$ cat src/source/sd_format_pkg.sv
package sd_format_pkg;

    // block and window geometry
    localparam int blk_width  = 8;
    localparam int seq_length = 3;
    localparam int num_taps   = seq_length + 1;
    localparam int num_hyp    = 4;

    localparam int err_bits = 8;
    localparam int tap_bits = 8;

    // widest operand of one squared term
    localparam int max_bits    = (err_bits > tap_bits + 1) ? err_bits : tap_bits + 1;
    localparam int metric_bits = 2 * max_bits + 4 + $clog2(seq_length);

    // injected term is +-2*tap, a window sample adds at most two of them
    localparam int inj_bits = tap_bits + 2;
    localparam int sum_bits = max_bits + 3;

    // samples one position's window can reach, from the current block on
    localparam int win_len = blk_width + seq_length - 1;

    // bit positions inside a decision code
    // 0 none, 1 flip this position, 2 flip the previous one, 3 both
    localparam int hyp_flip_cur  = 0;
    localparam int hyp_flip_prev = 1;

    typedef logic signed [err_bits-1:0]   err_sample_t;
    typedef logic signed [tap_bits-1:0]   tap_t;
    typedef logic [$clog2(num_taps)-1:0]  tap_idx_t;
    typedef logic [1:0]                   hyp_t;
    typedef logic [metric_bits-1:0]       metric_t;
    typedef logic [blk_width-1:0]         blk_bits_t;
    typedef logic signed [inj_bits-1:0]   inj_t;
    typedef logic signed [sum_bits-1:0]   sum_t;

endpackage

$ cat src/source/sd_bus_pkg.sv
package sd_bus_pkg;

    import sd_format_pkg::*;

    // one slicer block, hard bits plus equalizer error per symbol
    typedef struct packed {
        blk_bits_t                   bits;
        err_sample_t [blk_width-1:0] errs;
    } sd_block_t;

    // single tap write from the host
    typedef struct packed {
        tap_idx_t idx;
        tap_t     value;
    } sd_tap_cfg_t;

    typedef tap_t [num_taps-1:0] sd_taps_t;

    // one code per position of the current block
    typedef hyp_t [blk_width-1:0] sd_decision_t;

    typedef struct packed {
        blk_bits_t    bits;
        sd_decision_t decisions;
    } sd_out_t;

endpackage

$ cat src/source/sample_window.sv
`timescale 1ns/10ps

module sample_window
    import sd_format_pkg::*;
    import sd_bus_pkg::*;
(
    input  logic      clk,
    input  logic      rst,
    input  logic      in_valid,
    input  sd_block_t in_blk,
    output sd_block_t prev_blk,
    output sd_block_t cur_blk
);

    // two-deep shift of accepted blocks
    // the incoming block itself is the third one the detector sees
    always_ff @(posedge clk) begin
        if (rst) begin
            prev_blk <= '0;
            cur_blk  <= '0;
        end else if (in_valid) begin
            prev_blk <= cur_blk;
            cur_blk  <= in_blk;
        end
    end

endmodule

$ cat config.mk
export PLATFORM = sky130hd
export DESIGN_NAME = sample_window
export DESIGN_NICKNAME = d
export VERILOG_FILES = /design/src/source/sd_format_pkg.sv /design/src/source/sd_bus_pkg.sv /design/src/source/sample_window.sv
export SDC_FILE = /design/constraint.sdc
export NUM_CORES = 1
export LEC_CHECK = 0
export BUFFER_PORTS_ARGS = -buffer_cell sky130_fd_sc_hd__buf_2
export CAP_MARGIN = 5
export CORE_MARGIN = 10
export CORE_UTILIZATION = 51
export CTS_CLUSTER_SIZE = 20
export DETAILED_ROUTE_END_ITERATION = 10
export PLACE_DENSITY_LB_ADDON = 0.3
export SYNTH_ARGS = -nofsm -noshare
export SYNTH_HDL_FRONTEND = slang
export SYNTH_SLANG_ARGS = --single-unit
$ cat constraint.sdc
create_clock -name clk -period 1.9 [get_ports clk]
set_input_delay 0.38 -clock clk [delete_from_list [all_inputs] [get_ports clk]]
set_output_delay 0.38 -clock clk [all_outputs]
set_load 0.02 [all_outputs]
==> run metrics <==
Clock Latency Late Sink=slightly above 0.5 ns; Crit Path Class=reg -> out; Chip Height=between 100 and 150 µm; CTS sink count=~140; Cells after Synth=roughly 460; post-layout util=between 70% and 80%; Sum Neg Setup Slack=0 ns; power share of the sequential group=45.1%; top cells by instance count after synthesis=dfxtp_1 (144), mux2i_1 (144), nor2_1 (144); met2 global-route usage=30.8%; Root Buffer=clkbuf_8; worst hold path class=in -> reg; CTS-repair resized insts=0; critical path launch point type=flip-flop; TritonCTS Buffers=17; Post-CTS Setup Bufs=0; H-tree depth=4; status=completed; Main synth FF type=dfxtp_1; Crit path buffers/inverters=1; Final Cell Area=6870 µm²; CTS clk-pin slew, worst paths=~0.060 ns; post-synth cell types=7; GR peak layer=met2; largest net degree at the start of global routing=55; initial antenna violation count=0; largest cells by area after synthesis=dfxtp_1 (57%), mux2i_1 (28%), nor2_1 (11%), buf_6 (1.6%), buf_4 (1.3%); met1 Usage GRT=between 10% and 20%; # nets final=753; # DRC=0; Layout Cells excl Fill=around 820; CTS tree=built; DP Cell Count=792; Synth top area share=between 50% and 60%; Hold Fails Final Rpt=0; crit path DAT=~1.1 ns; Fin Hold WS=~0.10 ns; worst-margin pin slew=0.378 ns; Switch Pwr=roughly 1800 µW; syn avg cell area=about 11 µm²; met3 GRT Util=~8.7%; Final period util=about three quarters; clock buffer depth=2; pwr/cell area=~1100 nW/µm²; Core Area=9730 µm²; Crit path required time=around 1.5 ns; clock skew=~0.0053 ns; Leak=approximately 0.0037 µW; Seq/Total Area, Yosys=56.7%; MaxCap Viol Count=0; maximum clock frequency=around 690 MHz; # IOs=219; clock power share=between 40% and 50%; Critical Path Slowest Stage Cell=dfxtp_1; Cell Chain, Critical Path=buf_2; post-synth top area cell=dfxtp_1; slew margin rel.=74.8%; fraction of registers with async set/reset=0%; Post-Place Cell Area=6290 µm²; Slew Viols, Final=0; Rows=36; drt first pass iters=4; hpwl dp=9880 µm; vias in the first global route=between 4000 and 5000; initial DRC count=approximately 230; synthesized area=5080 µm²; gpl congestion=~0.74; delay-heaviest family, CP=flip-flops; RSZ-0062 raised after global routing=false; Internal=5430 µW; layout cells sized above 1=37.5%; first-pass GRT wire length=between 20000 and 25000 µm; die area=about 14000 µm²; Die X=~120 µm; CTS Hold Bufs=0; Post-Route WL=13200 µm; worst IR drop on VDD=0.000553 V; number of synthesized register bits=about 140; Final Setup Violations=0; critical-path maximum fanout=3; vias per cell=~4.8; # port buffers=between 200 and 250; grt total ovfl=0; Syn-to-layout area delta=35.1%; switching share of total power=about a quarter; Crit path largest cell delay=between 0.3 and 0.4 ns; Routed wire per std cell=around 16 µm; routed via count=about 4000; Initial Utilization=between 50% and 60%; EDFF count, synth=0; Setup crit end kind=primary output; share of power burned in combinational logic=approximately 11%; syn_nets=roughly 540; GR Util All Layers=roughly 18%; # diodes=0; synth warn=0; DRT antenna net count=0; Period minus WS final=between 1 and 1.5 ns
==> per-layer routing <==
layer  vias to the layer above  wire, µm
li1                       1968         -
met1                      1819      5260
met2                       141      6480
met3                        23      1220
met4                         0       242
met5                         -         0
==> kinds of logic (layout without fill, tap and decap cells) <==
group         Yosys count  in the layout  share of synthesized area, %
mux                   144            144                          28.4
flops                 144            144                          56.7
simple gates          144            144                          10.6
buf+inv                32            259                          4.24
==> final timing paths <==
kind | startpoint | cells after the start | slack [ns] | endpoint
worst min register to register | prev_blk[70]$_SDFFE_PP0P_ | 2 | 0.49 | prev_blk[70]$_SDFFE_PP0P_
worst max register to register | cur_blk[34]$_SDFFE_PP0P_ | 2 | 1.23 | cur_blk[34]$_SDFFE_PP0P_
worst min-delay path | in_blk[49] | 3 | 0.10 | cur_blk[49]$_SDFFE_PP0P_
worst max-delay path | cur_blk[54]$_SDFFE_PP0P_ | 1 | 0.45 | cur_blk[54]
==> power groups by stage <==
| stage | clock [µW] | sequential, µW | combinational [µW] |
|---|---|---|---|
| 6_report | 3160 | 3260 | 812 |
| 5_1_grt | 3380 | 3280 | 880 |
| 4_1_cts | 3230 | 3260 | 824 |
| 3_5_place_dp | 0 | 3320 | 819 |
| 3_3_place_gp | 0 | 3310 | 800 |
| 2_1_floorplan | 0 | 3490 | 346 |
==> stage by stage <==
stage / total power [µW] / worst slack (ns)
2_1_floorplan: 3830 / 0.734
3_3_place_gp: 4110 / 0.533
3_5_place_dp: 4140 / 0.498
4_1_cts: 7310 / 0.420
5_1_grt: 7540 / 0.384
6_report: 7230 / 0.449
==> cells in the final DEF (no fill, tap or decap), types with 2 or more instances in the layout <==
cell type,n
clkbuf_16,16
mux2i_1,144
buf_12,7
nor2_1,144
bufinv_16,2
clkbuf_8,3
buf_4,3
clkinv_2,3
buf_2,216
dfxtp_1,144
clkinvlp_4,6
==> layout make-up <==
| class | instances | area (µm²) |
|---|---|---|
| multi-input combinational | 288 | 1980 |
| fill | 747 | 2860 |
| tap | 133 | 166 |
| clock buffer | 19 | 442 |
| timing repair buffer | 227 | 1250 |
| clock inverter | 13 | 138 |
| sequential | 144 | 2880 |
==> flip-flops by register name (all words and copies together), names as in the netlist <==
signal	count
cur_blk	72
prev_blk	72
No activity file was read; power rests on OpenSTA's default activity.
