<file path="src/source/sd_format_pkg.sv">
package sd_format_pkg;

    // block and window geometry
    localparam int blk_width  = 8;
    localparam int seq_length = 3;
    localparam int num_taps   = seq_length + 1;
    localparam int num_hyp    = 4;

    localparam int err_bits = 8;
    localparam int tap_bits = 8;

    // widest operand of one squared term
    localparam int max_bits    = (err_bits > tap_bits + 1) ? err_bits : tap_bits + 1;
    localparam int metric_bits = 2 * max_bits + 4 + $clog2(seq_length);

    // injected term is +-2*tap, a window sample adds at most two of them
    localparam int inj_bits = tap_bits + 2;
    localparam int sum_bits = max_bits + 3;

    // samples one position's window can reach, from the current block on
    localparam int win_len = blk_width + seq_length - 1;

    // bit positions inside a decision code
    // 0 none, 1 flip this position, 2 flip the previous one, 3 both
    localparam int hyp_flip_cur  = 0;
    localparam int hyp_flip_prev = 1;

    typedef logic signed [err_bits-1:0]   err_sample_t;
    typedef logic signed [tap_bits-1:0]   tap_t;
    typedef logic [$clog2(num_taps)-1:0]  tap_idx_t;
    typedef logic [1:0]                   hyp_t;
    typedef logic [metric_bits-1:0]       metric_t;
    typedef logic [blk_width-1:0]         blk_bits_t;
    typedef logic signed [inj_bits-1:0]   inj_t;
    typedef logic signed [sum_bits-1:0]   sum_t;

endpackage

</file>
<file path="src/source/sd_bus_pkg.sv">
package sd_bus_pkg;

    import sd_format_pkg::*;

    // one slicer block, hard bits plus equalizer error per symbol
    typedef struct packed {
        blk_bits_t                   bits;
        err_sample_t [blk_width-1:0] errs;
    } sd_block_t;

    // single tap write from the host
    typedef struct packed {
        tap_idx_t idx;
        tap_t     value;
    } sd_tap_cfg_t;

    typedef tap_t [num_taps-1:0] sd_taps_t;

    // one code per position of the current block
    typedef hyp_t [blk_width-1:0] sd_decision_t;

    typedef struct packed {
        blk_bits_t    bits;
        sd_decision_t decisions;
    } sd_out_t;

endpackage

</file>
<file path="src/source/error_corrector.sv">
`timescale 1ns/10ps

module error_corrector
    import sd_format_pkg::*;
    import sd_bus_pkg::*;
(
    input  logic         clk,
    input  logic         rst,
    input  logic         in_valid,
    input  sd_block_t    cur_blk,
    input  sd_decision_t decision,
    output logic         out_valid,
    output sd_out_t      out_blk
);

    blk_bits_t flip_cur;
    blk_bits_t flip_prev;
    blk_bits_t flip;

    // set once a block sits in the window, the first accept has no output
    logic primed;

    always_comb begin
        for (int i = 0; i < blk_width; i++) begin
            flip_cur[i]  = decision[i][hyp_flip_cur];
            flip_prev[i] = decision[i][hyp_flip_prev];
        end
    end

    // position i+1 asking for its predecessor lands on bit i
    // a request from position 0 falls off the block
    assign flip = flip_cur ^ (flip_prev >> 1);

    always_ff @(posedge clk) begin
        if (rst) begin
            out_valid <= 1'b0;
            primed    <= 1'b0;
        end else begin
            out_valid <= in_valid && primed;
            if (in_valid) begin
                primed <= 1'b1;
            end
        end
    end

    always_ff @(posedge clk) begin
        if (in_valid) begin
            out_blk.bits      <= cur_blk.bits ^ flip;
            out_blk.decisions <= decision;
        end
    end

endmodule

</file>
<file path="config.mk">
export PLATFORM = sky130hd
export DESIGN_NAME = error_corrector
export DESIGN_NICKNAME = d
export VERILOG_FILES = /design/src/source/sd_format_pkg.sv /design/src/source/sd_bus_pkg.sv /design/src/source/error_corrector.sv
export SDC_FILE = /design/constraint.sdc
export NUM_CORES = 1
export LEC_CHECK = 0
export BUFFER_PORTS_ARGS = -buffer_cell sky130_fd_sc_hd__buf_2
export CAP_MARGIN = 0
export CORE_ASPECT_RATIO = 0.8
export CORE_MARGIN = 3
export CORE_UTILIZATION = 32
export DETAILED_ROUTE_END_ITERATION = 8
export GPL_TIMING_DRIVEN = 0
export PLACE_DENSITY_LB_ADDON = 0.1
export SETUP_SLACK_MARGIN = 0.05
export SLEW_MARGIN = 20
export SYNTH_ARGS = -nofsm -noshare
export SYNTH_HDL_FRONTEND = slang
export SYNTH_SLANG_ARGS = --single-unit
</file>
<file path="constraint.sdc">
create_clock -name clk -period 1 [get_ports clk]
set_input_delay 0.2 -clock clk [delete_from_list [all_inputs] [get_ports clk]]
set_output_delay 0.2 -clock clk [all_outputs]
set_load 0.01 [all_outputs]
</file>
==> parameters.txt <==
Parameter                              Value

Final layout
  Total Nets Final    183
  Signed area change from the synthesized netlist to the final layout    37.1%
  Diode count    0
  Final instance area    1310 um2
  Fraction of layout instances using a drive strength above 1    60.4%
  Count of placed standard cells in the final layout, fillers left out    129
  Fillers    271

Placement
  Setup slack at placement    -0.0427 ns
  Final RePlAce weighted congestion    0.639
  Instance count after placement with tap cells included    125
  IO buf count    51
  Post-Place Cell Area    1260 um2

Yosys
  Netlist area before placement    955 um2
  Count of unique library cells instantiated by Yosys    6
  Post-synth ARST share    0%
  Per-instance average area after synthesis    26.5 um2
  Number of register bits inferred by synthesis    26
  Number of warnings issued by yosys    0
  Share of the synthesized area in the top cell type    75.5%
  Syn nets    127
  Most instantiated library cell after synthesis    sky130_fd_sc_hd__edfxtp_1
  Number of cells produced by synthesis    36
  Cell type with the largest total area after synthesis    sky130_fd_sc_hd__edfxtp_1
  Ranking of synthesized cells by instance count    24 x sky130_fd_sc_hd__edfxtp_1, 7 x sky130_fd_sc_hd__xor3_1, 2 x sky130_fd_sc_hd__dfxtp_1
  Post-synth EDFFs    24
  Proportion of synthesized chip area in sequential cells    79.7%
  Top_reg_cell synth    sky130_fd_sc_hd__edfxtp_1
  Main area contributors after synthesis    sky130_fd_sc_hd__edfxtp_1 75%, sky130_fd_sc_hd__xor3_1 17%, sky130_fd_sc_hd__dfxtp_1 4.2%

Clock tree
  Library cell used as clock root buffer    sky130_fd_sc_hd__clkbuf_8
  Worst-path clk slew    0.08 ns
  CTS H-tree lvls    1
  Maximum clock path buffer count    2
  CTS tree    built
  CTS Buf Count    3
  Post-CTS setup buffers    0
  Clock latency of the later-clocked register in the worst-skew pair    0.25 ns
  Sink count of the clock tree    26

Setup path
  Buf/Inv on CP    1
  Series of cell instances along the critical path    buf_2
  Top cell family by delay on the critical path    flip-flops
  Crit path max-delay cell type    sky130_fd_sc_hd__edfxtp_1
  Kind of start point of the critical path    register
  Slowest Stage Delay on Critical Path    0.38 ns
  Setup Crit Path Kind    reg -> out
  CP endpoint kind    output port
  Data arrival time at the worst-slack endpoint    0.79 ns
  Worst endpoint required time    0.80 ns
  Highest net fanout along the worst path    1

Run
  Max Cap Violations    0

Power
  Peak supply drop    0.000995 V
  Switching Power    439 uW
  Proportion of total power due to net switching    19.9%
  Sequential group share of total power    60.3%
  Leakage power summed over all cells    0.000599 uW
  Pwr Density    1680 nW/um2
  Clock Power Share    25.5%
  Cell internal pwr    1760 uW
  Power share of the combinational group    14.1%

Detailed routing
  DRC errors left    0
  Drt first-iter violations    20
  Antenna viol nets, final    0
  Post-detailed-route wirelength per cell    11.1 um
  Routed vias/inst    4.07
  Routed WL    1430 um
  Drt pass-1 iters    3
  Vias    525

Die
  Die footprint    3680 um2
  Ports placed on the boundary    116
  Die height    54.9 um
  Die boundary width    67.1 um
  Placeable core area    2810 um2
  Std-Cell Rows    17
  Starting utilization of the core area    34.0%

STA
  Achievable Freq    1.01 GHz
  Minimum period implied by the final worst setup slack    0.988 ns
  Total count of hold-check failures in the final report    0
  Worst clock skew on the final layout    0.000146 ns
  Max-slew violation count    0
  Max transition margin    64.3%
  Worst Tran Pin Value    0.535 ns
  Fin worst setup slack    0.0122 ns
  Fraction of the cycle the final worst path needs    98.8%
  Final setup viols    0
  Setup tns final    0 ns
  RSZ-0062 raised after global routing    yes

Global route
  Vias in the first global route    503
  Wire length of the first global-routing pass    2190 um
  Maximum number of pins on one net before global-route repair    27
  Number of antenna violations at the first check in global routing    0
  Remaining Overflow, GRT    0
  Total Routing Usage GR    8.22%

Outcome
  Result of the run    complete, no violations

Worst hold path
  Worst Hold Class    in -> reg
-- cell type report --
class | count | area (um2) | area share [%]
sequential | 26 | 761 | 58.1
timing repair buffer | 51 | 262 | 20.0
multi-input combinational | 10 | 194 | 14.8
tap | 38 | 47.5 | 3.63
clock buffer | 4 | 45.0 | 3.44
-- placed cells by master, fill, tap and decap left out --
cell type,Yosys,final
sky130_fd_sc_hd__xor3_1,7,7
sky130_fd_sc_hd__buf_2,0,50
sky130_fd_sc_hd__buf_6,0,1
sky130_fd_sc_hd__o21ba_2,1,1
sky130_fd_sc_hd__clkbuf_1,0,1
sky130_fd_sc_hd__edfxtp_1,24,24
sky130_fd_sc_hd__xor2_1,1,1
sky130_fd_sc_hd__and3b_1,1,1
sky130_fd_sc_hd__dfxtp_1,2,2
sky130_fd_sc_hd__clkbuf_8,0,3
-- layer usage --
metal  global-route usage [%]  wire, um  up-vias
met3                     4.72       182        0
li1                         -         -      251
met1                     9.93       569      240
met2                     13.7       677       34
met4                        0         0        0
met5                        0         0        -
-- final timing paths --
path	slack (ns)	cells past startpoint	endpoint	startpoint
max	0.01	1	out_blk[0]	out_blk[0]
min	0.12	1	out_blk[1]	decision[1]
max reg2reg	0.39	1	primed	primed
min reg2reg	0.48	1	primed	primed
-- stage by stage --
stage	total power [uW]	hold WS (ns)	utilization [%]
finish	2200	0.121	46.6
floorplan	1490	0.299	-
global placement	1660	0.382	44.8
CTS	2240	0.114	46.4
detailed placement	1670	0.389	44.8
global route	2330	0.103	46.6
-- repair_timing --
action / 4_1_cts / 5_1_grt
endpoints found under the setup margin: 24 / 24
gates cloned: 0 / 0
pin swaps: 0 / 0
hold endpoints to repair: 0 / 0
hold buffers: 0 / 0
gates resized for setup: 0 / 1
-- sequential cells by signal, indices dropped and copies added, names as in the netlist --
name / cells
out_blk: 24
out_valid: 1
primed: 1
-- power groups by stage --
stage / Clock (uW) / Combinational (uW) / Sequential [uW]
4_1_cts: 594 / 314 / 1330
3_3_place_gp: 0 / 313 / 1350
6_report: 562 / 311 / 1330
3_5_place_dp: 0 / 314 / 1350
2_1_floorplan: 0 / 82.6 / 1410
5_1_grt: 648 / 345 / 1340
-- kinds of logic after synthesis --
logic type / after synthesis / synth area share [%]
AOI/OAI and AO/OA: 1 / 1.05
xor gates and xnor gates: 8 / 18.3
DFF: 26 / 79.7
and+or+nand+nor: 1 / 0.918
Power figures use the tool's default switching activity.
