[config.mk]
export PLATFORM = sky130hd
export DESIGN_NAME = channel_tap_regs
export DESIGN_NICKNAME = d
export VERILOG_FILES = /design/src/source/sd_format_pkg.sv /design/src/source/sd_bus_pkg.sv /design/src/source/channel_tap_regs.sv
export SDC_FILE = /design/constraint.sdc
export NUM_CORES = 1
export LEC_CHECK = 0
export ABC_AREA = 1
export ABC_CLOCK_PERIOD_IN_PS = 1300
export BUFFER_PORTS_ARGS = -buffer_cell sky130_fd_sc_hd__buf_4
export CAP_MARGIN = 10
export CELL_PAD_IN_SITES_DETAIL_PLACEMENT = 1
export CELL_PAD_IN_SITES_GLOBAL_PLACEMENT = 1
export CORE_ASPECT_RATIO = 1.1
export CORE_UTILIZATION = 35
export DETAILED_ROUTE_END_ITERATION = 12
export PLACE_DENSITY = 0.85
export SYNTH_ARGS = -nofsm -noshare
export SYNTH_HDL_FRONTEND = slang
export SYNTH_SLANG_ARGS = --single-unit
[constraint.sdc]
create_clock -name clk -period 1.3 [get_ports clk]
set_input_delay 0.065 -clock clk [delete_from_list [all_inputs] [get_ports clk]]
set_output_delay 0.065 -clock clk [all_outputs]
set_load 0.005 [all_outputs]
[src/source/sd_format_pkg.sv]
package sd_format_pkg;

    // block and window geometry
    localparam int blk_width  = 8;
    localparam int seq_length = 3;
    localparam int num_taps   = seq_length + 1;
    localparam int num_hyp    = 4;

    localparam int err_bits = 8;
    localparam int tap_bits = 8;

    // widest operand of one squared term
    localparam int max_bits    = (err_bits > tap_bits + 1) ? err_bits : tap_bits + 1;
    localparam int metric_bits = 2 * max_bits + 4 + $clog2(seq_length);

    // injected term is +-2*tap, a window sample adds at most two of them
    localparam int inj_bits = tap_bits + 2;
    localparam int sum_bits = max_bits + 3;

    // samples one position's window can reach, from the current block on
    localparam int win_len = blk_width + seq_length - 1;

    // bit positions inside a decision code
    // 0 none, 1 flip this position, 2 flip the previous one, 3 both
    localparam int hyp_flip_cur  = 0;
    localparam int hyp_flip_prev = 1;

    typedef logic signed [err_bits-1:0]   err_sample_t;
    typedef logic signed [tap_bits-1:0]   tap_t;
    typedef logic [$clog2(num_taps)-1:0]  tap_idx_t;
    typedef logic [1:0]                   hyp_t;
    typedef logic [metric_bits-1:0]       metric_t;
    typedef logic [blk_width-1:0]         blk_bits_t;
    typedef logic signed [inj_bits-1:0]   inj_t;
    typedef logic signed [sum_bits-1:0]   sum_t;

endpackage

[src/source/sd_bus_pkg.sv]
package sd_bus_pkg;

    import sd_format_pkg::*;

    // one slicer block, hard bits plus equalizer error per symbol
    typedef struct packed {
        blk_bits_t                   bits;
        err_sample_t [blk_width-1:0] errs;
    } sd_block_t;

    // single tap write from the host
    typedef struct packed {
        tap_idx_t idx;
        tap_t     value;
    } sd_tap_cfg_t;

    typedef tap_t [num_taps-1:0] sd_taps_t;

    // one code per position of the current block
    typedef hyp_t [blk_width-1:0] sd_decision_t;

    typedef struct packed {
        blk_bits_t    bits;
        sd_decision_t decisions;
    } sd_out_t;

endpackage

[src/source/channel_tap_regs.sv]
`timescale 1ns/10ps

module channel_tap_regs
    import sd_format_pkg::*;
    import sd_bus_pkg::*;
(
    input  logic        clk,
    input  logic        rst,
    input  logic        cfg_req,
    input  sd_tap_cfg_t cfg,
    output logic        cfg_ack,
    output sd_taps_t    taps
);

    typedef enum logic [1:0] {
        st_idle,
        st_write,
        st_wait_release
    } tap_state_t;

    tap_state_t state;

    always_ff @(posedge clk) begin
        if (rst) begin
            state <= st_idle;
            taps  <= '0;
        end else begin
            case (state)
                st_idle: begin
                    // cfg is stable while req is up, take it right away
                    if (cfg_req) begin
                        taps[cfg.idx] <= cfg.value;
                        state         <= st_write;
                    end
                end
                st_write: begin
                    if (cfg_req) begin
                        state <= st_wait_release;
                    end else begin
                        state <= st_idle;
                    end
                end
                st_wait_release: begin
                    if (!cfg_req) begin
                        state <= st_idle;
                    end
                end
                default: begin
                    state <= st_idle;
                end
            endcase
        end
    end

    // ack high from the write edge until req is seen low
    assign cfg_ack = (state != st_idle);

endmodule

==> results.json, run 1 <==
{
  "period_minus_slack_ns": 1.190,
  "maxCapViolCount": 0,
  "critPathRequiredTime_ns": 1.24,
  "grt_pass1_vias": 1430,
  "whs_ns": 0.2030,
  "ys_seq_area_frac": 0.4191,
  "cts.htree.levels": 2,
  "rows": 25,
  "clock-sinks": 34,
  "comb_power_share": 0.181,
  "path_clk_slew_ns": 0.06,
  "wl_per_cell_um": 12.75,
  "syn_inst": 232,
  "post_cts_resized": 0,
  "vias_per_cell": 4.623,
  "skew_ns": 0.007828,
  "die-area_um2": 4917,
  "irDropWorstVdd_v": 0.0005928,
  "internal_power_mw": 1.707,
  "dp_hpwl_mm": 3.049,
  "cp_cell_sequence": "nor2_8 -> inv_1 -> buf_4",
  "switchingPower_mw": 0.6430,
  "syn_avg_cell_area_um2": 7.000,
  "cts-buffers-inserted": 5,
  "start_util": 0.3709,
  "slowest_delay_ns": 0.36,
  "grt_pass1_wl_mm": 6.768,
  "drt_iter0_drc": 34,
  "power-per-cell-area_nw_per_um2": 1103,
  "fin_setup_tns_ns": 0,
  "post-cts-setup-buffers": 0,
  "synth_ff_type": "dfxtp_1",
  "syn_nets": 245,
  "fmax_mhz": 840.6,
  "rrSetupSlack_ns": 0.12,
  "area_growth_pct": 31.12,
  "maxSlewViolCount": 0,
  "fillCellCount": 585,
  "grt.busiest_layer": "met2",
  "placement.io_buffers": 45,
  "yosys.area.top_type": "dfxtp_1",
  "groute.usage.overall": 0.1910,
  "use_met2": 0.3187,
  "async_flop_share": 0,
  "critPathArrivalTime_ns": 1.12,
  "crit_type": "reg -> out",
  "grt-ovfl-total": 0,
  "p_leak_nw": 1.098,
  "clock_latency_ns": 0.29,
  "fp.dieW_um": 66.95,
  "synth_edf_count": 0,
  "max_slew_margin": 0.7888,
  "cts_tree": "yes",
  "rsz0062_at_grt": "no",
  "worst_pin_slew_ns": 0.3167,
  "antennaDiodeCount": 0,
  "min_path_type": "in -> reg",
  "hold_violations": 0,
  "pwr-share-clk": 0.340,
  "cts_buffer_depth": 2,
  "netlist_area_um2": 1624,
  "first_pass_iters": 4,
  "antenna_found_initial": 0,
  "ys_types": 17,
  "setup_viol": 0,
  "worst-path-buf-inv": 2,
  "coreArea_um2": 4379,
  "vias": 1544,
  "use_met3": 0.05124,
  "die_h_um": 73.45,
  "grt_max_degree": 34,
  "gp_congestion": 0.7505,
  "cts-root-buf": "clkbuf_8",
  "yosys-top-cells-count": "nand2_1, nor2_1, inv_1",
  "synth_top_area_frac": 0.4191,
  "drc": 0,
  "ant_nets": 0,
  "seqPwrFrac": 0.479,
  "p_sw_frac": 0.2736,
  "final_layout_size_suffix_gt1_frac": 0.2393,
  "critPathCaptureType": "primary output",
  "min_period_over_period": 0.9151,
  "synth_warnings": 0,
  "cpMaxStageDelayCell": "dfxtp_1",
  "synth_area_leaders": "dfxtp_1, nand4_1, nand2_1",
  "yosysMostFrequentCell": "nand2_1",
  "fin_nets": 292,
  "critPathMaxFanout": 10,
  "cp-start-kind": "flop",
  "routed_wl_mm": 4.259,
  "hold_buffers": 1,
  "outcome": "complete, no violations",
  "io_pins": 46,
  "critPathTopFamily": "flip-flops",
  "grtUsageMet1": 0.2240,
  "synth-seq-cells": 34
}
[cell type report]
type	instances	area, um^2	area share
clock buffers	7	86.33	0.04054
clock inverters	1	5.005	0.002350
inverters	45	168.9	0.07932
multi-input cells	143	718.2	0.3373
flip-flops and latches	34	680.7	0.3196
well taps	54	67.56	0.03173
repair buffers	50	402.9	0.1892
[power groups by stage]
stage / sequential, mW / combinational [mW] / clock (mW)
floorplan: 1.15 / 0.239 / 0
global placement: 1.15 / 0.409 / 0
detailed placement: 1.15 / 0.423 / 0
CTS: 1.13 / 0.428 / 0.834
global route: 1.13 / 0.473 / 0.880
finish: 1.13 / 0.425 / 0.800
[placed cells by master, fill, tap and decap left out, types with 2 or more instances in the layout]
master / n
nand3_4: 2
nor2_1: 49
nor2_8: 3
nor2_2: 2
clkbuf_8: 6
inv_1: 44
buf_4: 47
nand4_1: 32
dfxtp_1: 34
nand2_1: 50
buf_12: 2
[worst min-delay path, stage by stage]
cell and delay [ns]:
buf_4 0.08, inv_1 0.08, nand4_1 0.10, nand2_1 0.05
nor2_1 0.07
[per-stage QoR]
step                        util  setup WS [ns]  power, mW  instance area [um^2]  cells
final                     0.4863         0.1104      2.350                  2130    334
after floorplan                -         0.2830      1.390                  1624    232
after detailed placement  0.4631         0.1202      1.573                  2028    325
after CTS                 0.4863        0.09081      2.388                  2130    334
after global routing      0.4863        0.01261      2.483                  2130    334
after global placement    0.4631         0.1927      1.556                  2028    325
[routing by layer]
metal | routed length [um] | share of wire | vias to the layer above
met5 | 0 | 0 | -
met4 | 72 | 0.017 | 0
met3 | 164 | 0.039 | 4
met2 | 2121 | 0.50 | 33
met1 | 1901 | 0.45 | 699
li1 | - | - | 808
[sequential cells by signal, indices dropped and copies added (netlist names)]
name / cells
state: 2
taps: 32
[final timing paths]
path                            startpoint       end  depth (start not counted)
worst max-delay path              state[1]   cfg_ack                          3
worst min-delay path                cfg[7]  taps[15]                          5
worst max register to register    state[1]   taps[1]                          6
worst min register to register    taps[22]  taps[22]                          2
[kinds of logic (layout without fill, tap and decap cells)]
kind of cell           after synthesis  count (layout)  synth area share
AOI/OAI and AO/OA                    1               1          0.003079
and+or+nand+nor                    142             142            0.4391
DFF                                 34              34            0.4191
buffers and inverters               55             103            0.1387
Note: power is estimated with default switching activity, not from simulation.
==> run 2, diff against run 1 <==
--- a/config.mk
+++ b/config.mk
@@ -14,7 +14,9 @@
 export CORE_ASPECT_RATIO = 1.1
 export CORE_UTILIZATION = 35
 export DETAILED_ROUTE_END_ITERATION = 12
+export GPL_ROUTABILITY_DRIVEN = 0
 export PLACE_DENSITY = 0.85
+export RECOVER_POWER = 50
 export SYNTH_ARGS = -nofsm -noshare
 export SYNTH_HDL_FRONTEND = slang
 export SYNTH_SLANG_ARGS = --single-unit
==> run 2 against run 1 <==
Sequential power about the same. Clock-buffer cell count unchanged. Flip-flop and latch count unchanged. Global-route usage unchanged.
==> results.json, run 2 (synthesis gave the netlist of run 1 again) <==
{
  "vias_per_cell": 4.644,
  "largest_reg_flops": 32,
  "post-cts-setup-buffers": 0,
  "layout_commonest_cell": "nand2_1",
  "reg_top3": "taps x32, state x2",
  "p_leak_nw": 1.078,
  "path_clk_slew_ns": 0.06,
  "period_minus_slack_ns": 1.188,
  "first_pass_iters": 4,
  "vias": 1551,
  "drc": 0,
  "max_flop_register": "taps",
  "area_growth_pct": 30.89,
  "cts_tree": "yes",
  "min_period_over_period": 0.9136,
  "routed_wl_mm": 4.246,
  "maxCapViolCount": 0,
  "start_util": 0.3709,
  "critPathTopFamily": "flip-flops",
  "met3_length_um": 160,
  "groute.usage.overall": 0.1910,
  "fillCellCount": 586,
  "cpMaxStageDelayCell": "dfxtp_1",
  "critPathCaptureType": "primary output",
  "rsz0062_at_grt": "no",
  "internal_power_mw": 1.702,
  "cp-start-kind": "flop",
  "maxSlewViolCount": 0,
  "worst_pin_slew_ns": 0.3168,
  "max_slew_margin": 0.7888,
  "antenna_found_initial": 0,
  "cts_buffer_depth": 2,
  "slowest_delay_ns": 0.36,
  "dr_wl_met2_mm": 2.126,
  "hold_buffers": 1,
  "ant_nets": 0,
  "setup_viol": 0,
  "grt_max_degree": 34,
  "switchingPower_mw": 0.6407,
  "post_cts_resized": 0,
  "hold_violations": 0,
  "dp_hpwl_mm": 3.049,
  "pre_cts_ws_ns": 0.1202,
  "fin_ws_ns": 0.1123,
  "fp.dieW_um": 66.95,
  "placement.io_buffers": 45,
  "irDropWorstVdd_v": 0.0005917,
  "critPathMaxFanout": 10,
  "final_cell_mix": "nand2_1, nor2_1, inv_1, dfxtp_1, nand4_1",
  "grt_pass1_wl_mm": 6.768,
  "min_path_type": "in -> reg",
  "fin_setup_tns_ns": 0,
  "skew_ns": 0.007784,
  "path_depth": 3,
  "seqPwrFrac": 0.480,
  "clock-sinks": 34,
  "grt_pass1_vias": 1430,
  "die_h_um": 73.45,
  "worst-path-buf-inv": 2,
  "met1_length_mm": 1.887,
  "antennaDiodeCount": 0,
  "cts-buffers-inserted": 5,
  "cts-root-buf": "clkbuf_8",
  "fmax_mhz": 842.0,
  "grt-ovfl-total": 0,
  "pwr-share-clk": 0.341,
  "cp_cell_sequence": "nor2_8 -> inv_1 -> buf_4",
  "crit_type": "reg -> out",
  "outcome": "complete, no violations",
  "hold_depth": 5,
  "coreArea_um2": 4379,
  "clock_latency_ns": 0.29,
  "final_layout_size_suffix_gt1_frac": 0.2357,
  "power-per-cell-area_nw_per_um2": 1102,
  "rrSetupSlack_ns": 0.12,
  "rows": 25,
  "critPathRequiredTime_ns": 1.24,
  "cts.htree.levels": 2,
  "p_sw_frac": 0.2735,
  "drt_iter0_drc": 48,
  "fin_nets": 292,
  "die-area_um2": 4917,
  "critPathArrivalTime_ns": 1.12,
  "wl_per_cell_um": 12.71,
  "comb_power_share": 0.179,
  "io_pins": 46,
  "routed.top_layer": "met4",
  "r2r_cells": 6
}
==> run 2: cell types whose count changed in the layout (fill, tap and decap cells not counted) <==
cell | previous run | this run
buf_4 | 47 | 15
clkbuf_1 | 1 | 2
clkbuf_4 | 0 | 31
==> run 2: tightest hold or removal path, stage by stage <==
cell	delay (ns)
buf_4	0.08
inv_1	0.08
nand4_1	0.10
nand2_1	0.05
nor2_1	0.07
==> run 2: per-stage QoR <==
stage               power [mW]  hold slack (ns)  std cells  area [um^2]    util
global route             2.477           0.2156        334         2126  0.4854
finish                   2.342           0.1990        334         2126  0.4854
CTS                      2.388           0.1959        334         2130  0.4863
detailed placement       1.573           0.2394        325         2028  0.4631
floorplan                1.390           0.1374        232         1624       -
global placement         1.556           0.2374        325         2028  0.4631
==> run 2: area by class of cell <==
class / instances / area, um^2 / area share
Inverter: 45 / 168.9 / 0.07946
Clock inverter: 1 / 5.005 / 0.002354
Clock buffer: 7 / 86.33 / 0.04061
Sequential cell: 34 / 680.7 / 0.3202
Multi-Input combinational cell: 143 / 718.2 / 0.3378
Timing Repair Buffer: 50 / 399.1 / 0.1878
Tap cell: 54 / 67.56 / 0.03178
==> run 2: per-layer routing <==
metal	track usage	up-vias
li1	-	809
met1	0.2240	701
met3	0.05124	4
met2	0.3187	37
met4	0.09220	0
met5	0	-
==> run 2: power groups by stage <==
| stage | logic (mW) | registers (mW) | clock network [mW] |
|---|---|---|---|
| finish | 0.419 | 1.12 | 0.799 |
| global route | 0.467 | 1.13 | 0.880 |
| CTS | 0.428 | 1.13 | 0.834 |
| detailed placement | 0.423 | 1.15 | 0 |
| global placement | 0.409 | 1.15 | 0 |
| floorplan | 0.239 | 1.15 | 0 |
==> run 2: path summary, 6_finish.rpt <==
| check | from | to |
|---|---|---|
| setup / recovery | state[1] | cfg_ack |
| hold / removal | cfg[7] | taps[15] |
| setup reg to reg | state[1] | taps[1] |
| hold reg to reg | taps[18] | taps[18] |
==> run 3, diff against run 2 <==
--- a/config.mk
+++ b/config.mk
@@ -12,6 +12,7 @@
 export CELL_PAD_IN_SITES_DETAIL_PLACEMENT = 1
 export CELL_PAD_IN_SITES_GLOBAL_PLACEMENT = 1
 export CORE_ASPECT_RATIO = 1.1
+export CORE_MARGIN = 5
 export CORE_UTILIZATION = 35
 export DETAILED_ROUTE_END_ITERATION = 12
 export GPL_ROUTABILITY_DRIVEN = 0
==> constraint.sdc (replaced) <==
create_clock -name clk -period 1.3 [get_ports clk]
set_input_delay 0.065 -clock clk [delete_from_list [all_inputs] [get_ports clk]]
set_output_delay 0.065 -clock clk [all_outputs]
set_load 0.05 [all_outputs]
==> run 3 against run 2 <==
Cell count is 0.90% higher. Sequential share of layout area grew 1.4 points. Register-to-register slack barely moved. First-iteration DRC count shrank 15%. Sequential power barely moved. Power rose by 3.4%. Flip-flop and latch count is the same. Clock-buffer cell count did not move. Combinational power grew 39%. Utilization shrank 3.9 points. Wire length is 2.8% higher. Critical path type unchanged.
==> results.json, run 3 (synthesis gave the netlist of run 1 again) <==
{
  "antenna_found_initial": 0,
  "max_flop_register": "taps",
  "placement.io_buffers": 45,
  "coreArea_um2": 4587,
  "final_layout_size_suffix_gt1_frac": 0.2456,
  "fp.dieW_um": 74.95,
  "power-per-cell-area_nw_per_um2": 1184,
  "groute.usage.overall": 0.1577,
  "whs_ns": 0.1986,
  "first_pass_iters": 4,
  "irDropWorstVdd_v": 0.0005688,
  "maxSlewViolCount": 0,
  "final_cell_mix": "nand2_1, nor2_1, inv_1",
  "die_h_um": 81.45,
  "clock-sinks": 34,
  "fmax_mhz": 810.5,
  "critPathArrivalTime_ns": 1.17,
  "rows": 26,
  "largest_reg_flops": 32,
  "reg_top3": "taps x32, state x2",
  "drc": 0,
  "vias_per_cell": 4.748,
  "area_growth_pct": 25.96,
  "cts_tree": "yes",
  "cts-root-buf": "clkbuf_8",
  "layout_commonest_cell": "nand2_1",
  "crit_type": "reg -> out",
  "antennaDiodeCount": 0,
  "hold_violations": 0,
  "min_path_type": "in -> reg",
  "worst_pin_slew_ns": 0.3489,
  "min_period_over_period": 0.9490,
  "routed_wl_mm": 4.367,
  "fin_nets": 294,
  "skew_ns": 0.002925,
  "io_pins": 46,
  "cp-start-kind": "flop",
  "rsz0062_at_grt": "no",
  "grt-ovfl-total": 0,
  "critPathMaxFanout": 21,
  "p_leak_nw": 1.068,
  "vias": 1600,
  "fin_ws_ns": 0.06624,
  "outcome": "complete, no violations",
  "fin_setup_tns_ns": 0,
  "wl_per_cell_um": 12.96,
  "ant_nets": 0,
  "critPathRequiredTime_ns": 1.24,
  "fin_util": 0.4460,
  "maxCapViolCount": 0,
  "path_clk_slew_ns": 0.06,
  "r2r_cells": 6,
  "period_minus_slack_ns": 1.234,
  "hold_depth": 5,
  "drt_iter0_drc": 41,
  "grt_max_degree": 34,
  "start_util": 0.3541,
  "cts_buffer_depth": 2,
  "cts-buffers-inserted": 5,
  "grt_pass1_wl_mm": 7.293,
  "max_slew_margin": 0.7674,
  "critPathCaptureType": "primary output",
  "setup_viol": 0,
  "grt_pass1_vias": 1610,
  "pre_cts_ws_ns": 0.09593,
  "dp_hpwl_mm": 3.202,
  "cts.htree.levels": 2,
  "die-area_um2": 6104,
  "clock_latency_ns": 0.28
}
run 3: layer usage:
metal | share of wire | vias up | GRT usage
met3 | 0.048 | 6 | 0.03794
met2 | 0.53 | 32 | 0.2831
met4 | 0.014 | 0 | 0.04804
met5 | 0 | - | 0
li1 | - | 811 | -
met1 | 0.41 | 751 | 0.1822
run 3: cell type report:
cell class                      count  area (um^2)
Fill cell                         619         2541
Multi-Input combinational cell    143        718.2
Sequential cell                    34        683.2
Timing Repair Buffer               52        329.1
Inverter                           45        168.9
Clock buffer                        7        76.32
Tap cell                           56        70.07
run 3: path summary, 6_finish.rpt:
path | startpoint | endpoint | slack [ns]
min | cfg[4] | taps[12] | 0.20
max | state[0] | cfg_ack | 0.07
min reg2reg | taps[11] | taps[11] | 0.49
max reg2reg | state[0] | taps[23] | 0.13
run 3: through the flow:
stage / cell area, um^2 / std cells / power [mW]
floorplan: 1624 / 232 / 1.568
global placement: 2026 / 328 / 1.738
detailed placement: 2026 / 328 / 1.753
CTS: 2122 / 337 / 2.484
global route: 2046 / 337 / 2.554
finish: 2046 / 337 / 2.422
run 3: repair_timing:
action | 4_1_cts | 5_1_grt
resized for setup | 2 | 1
endpoints found under the setup margin | 1 | 1
hold buffers | 1 | 0
setup buffers | 1 | 0
pin swaps | 1 | 0
endpoints found under the hold margin | 1 | 0
run 3: worst max-delay path, stage by stage (launching register included):
cell     delay [ns]
dfxtp_2        0.35
nor2_8         0.12
buf_12         0.16
inv_1          0.09
buf_6          0.16
run 3: report_power, final:
part	internal, mW	switching [mW]
clock	0.368	0.346
sequential	1.10	0.0296
combinational	0.163	0.419
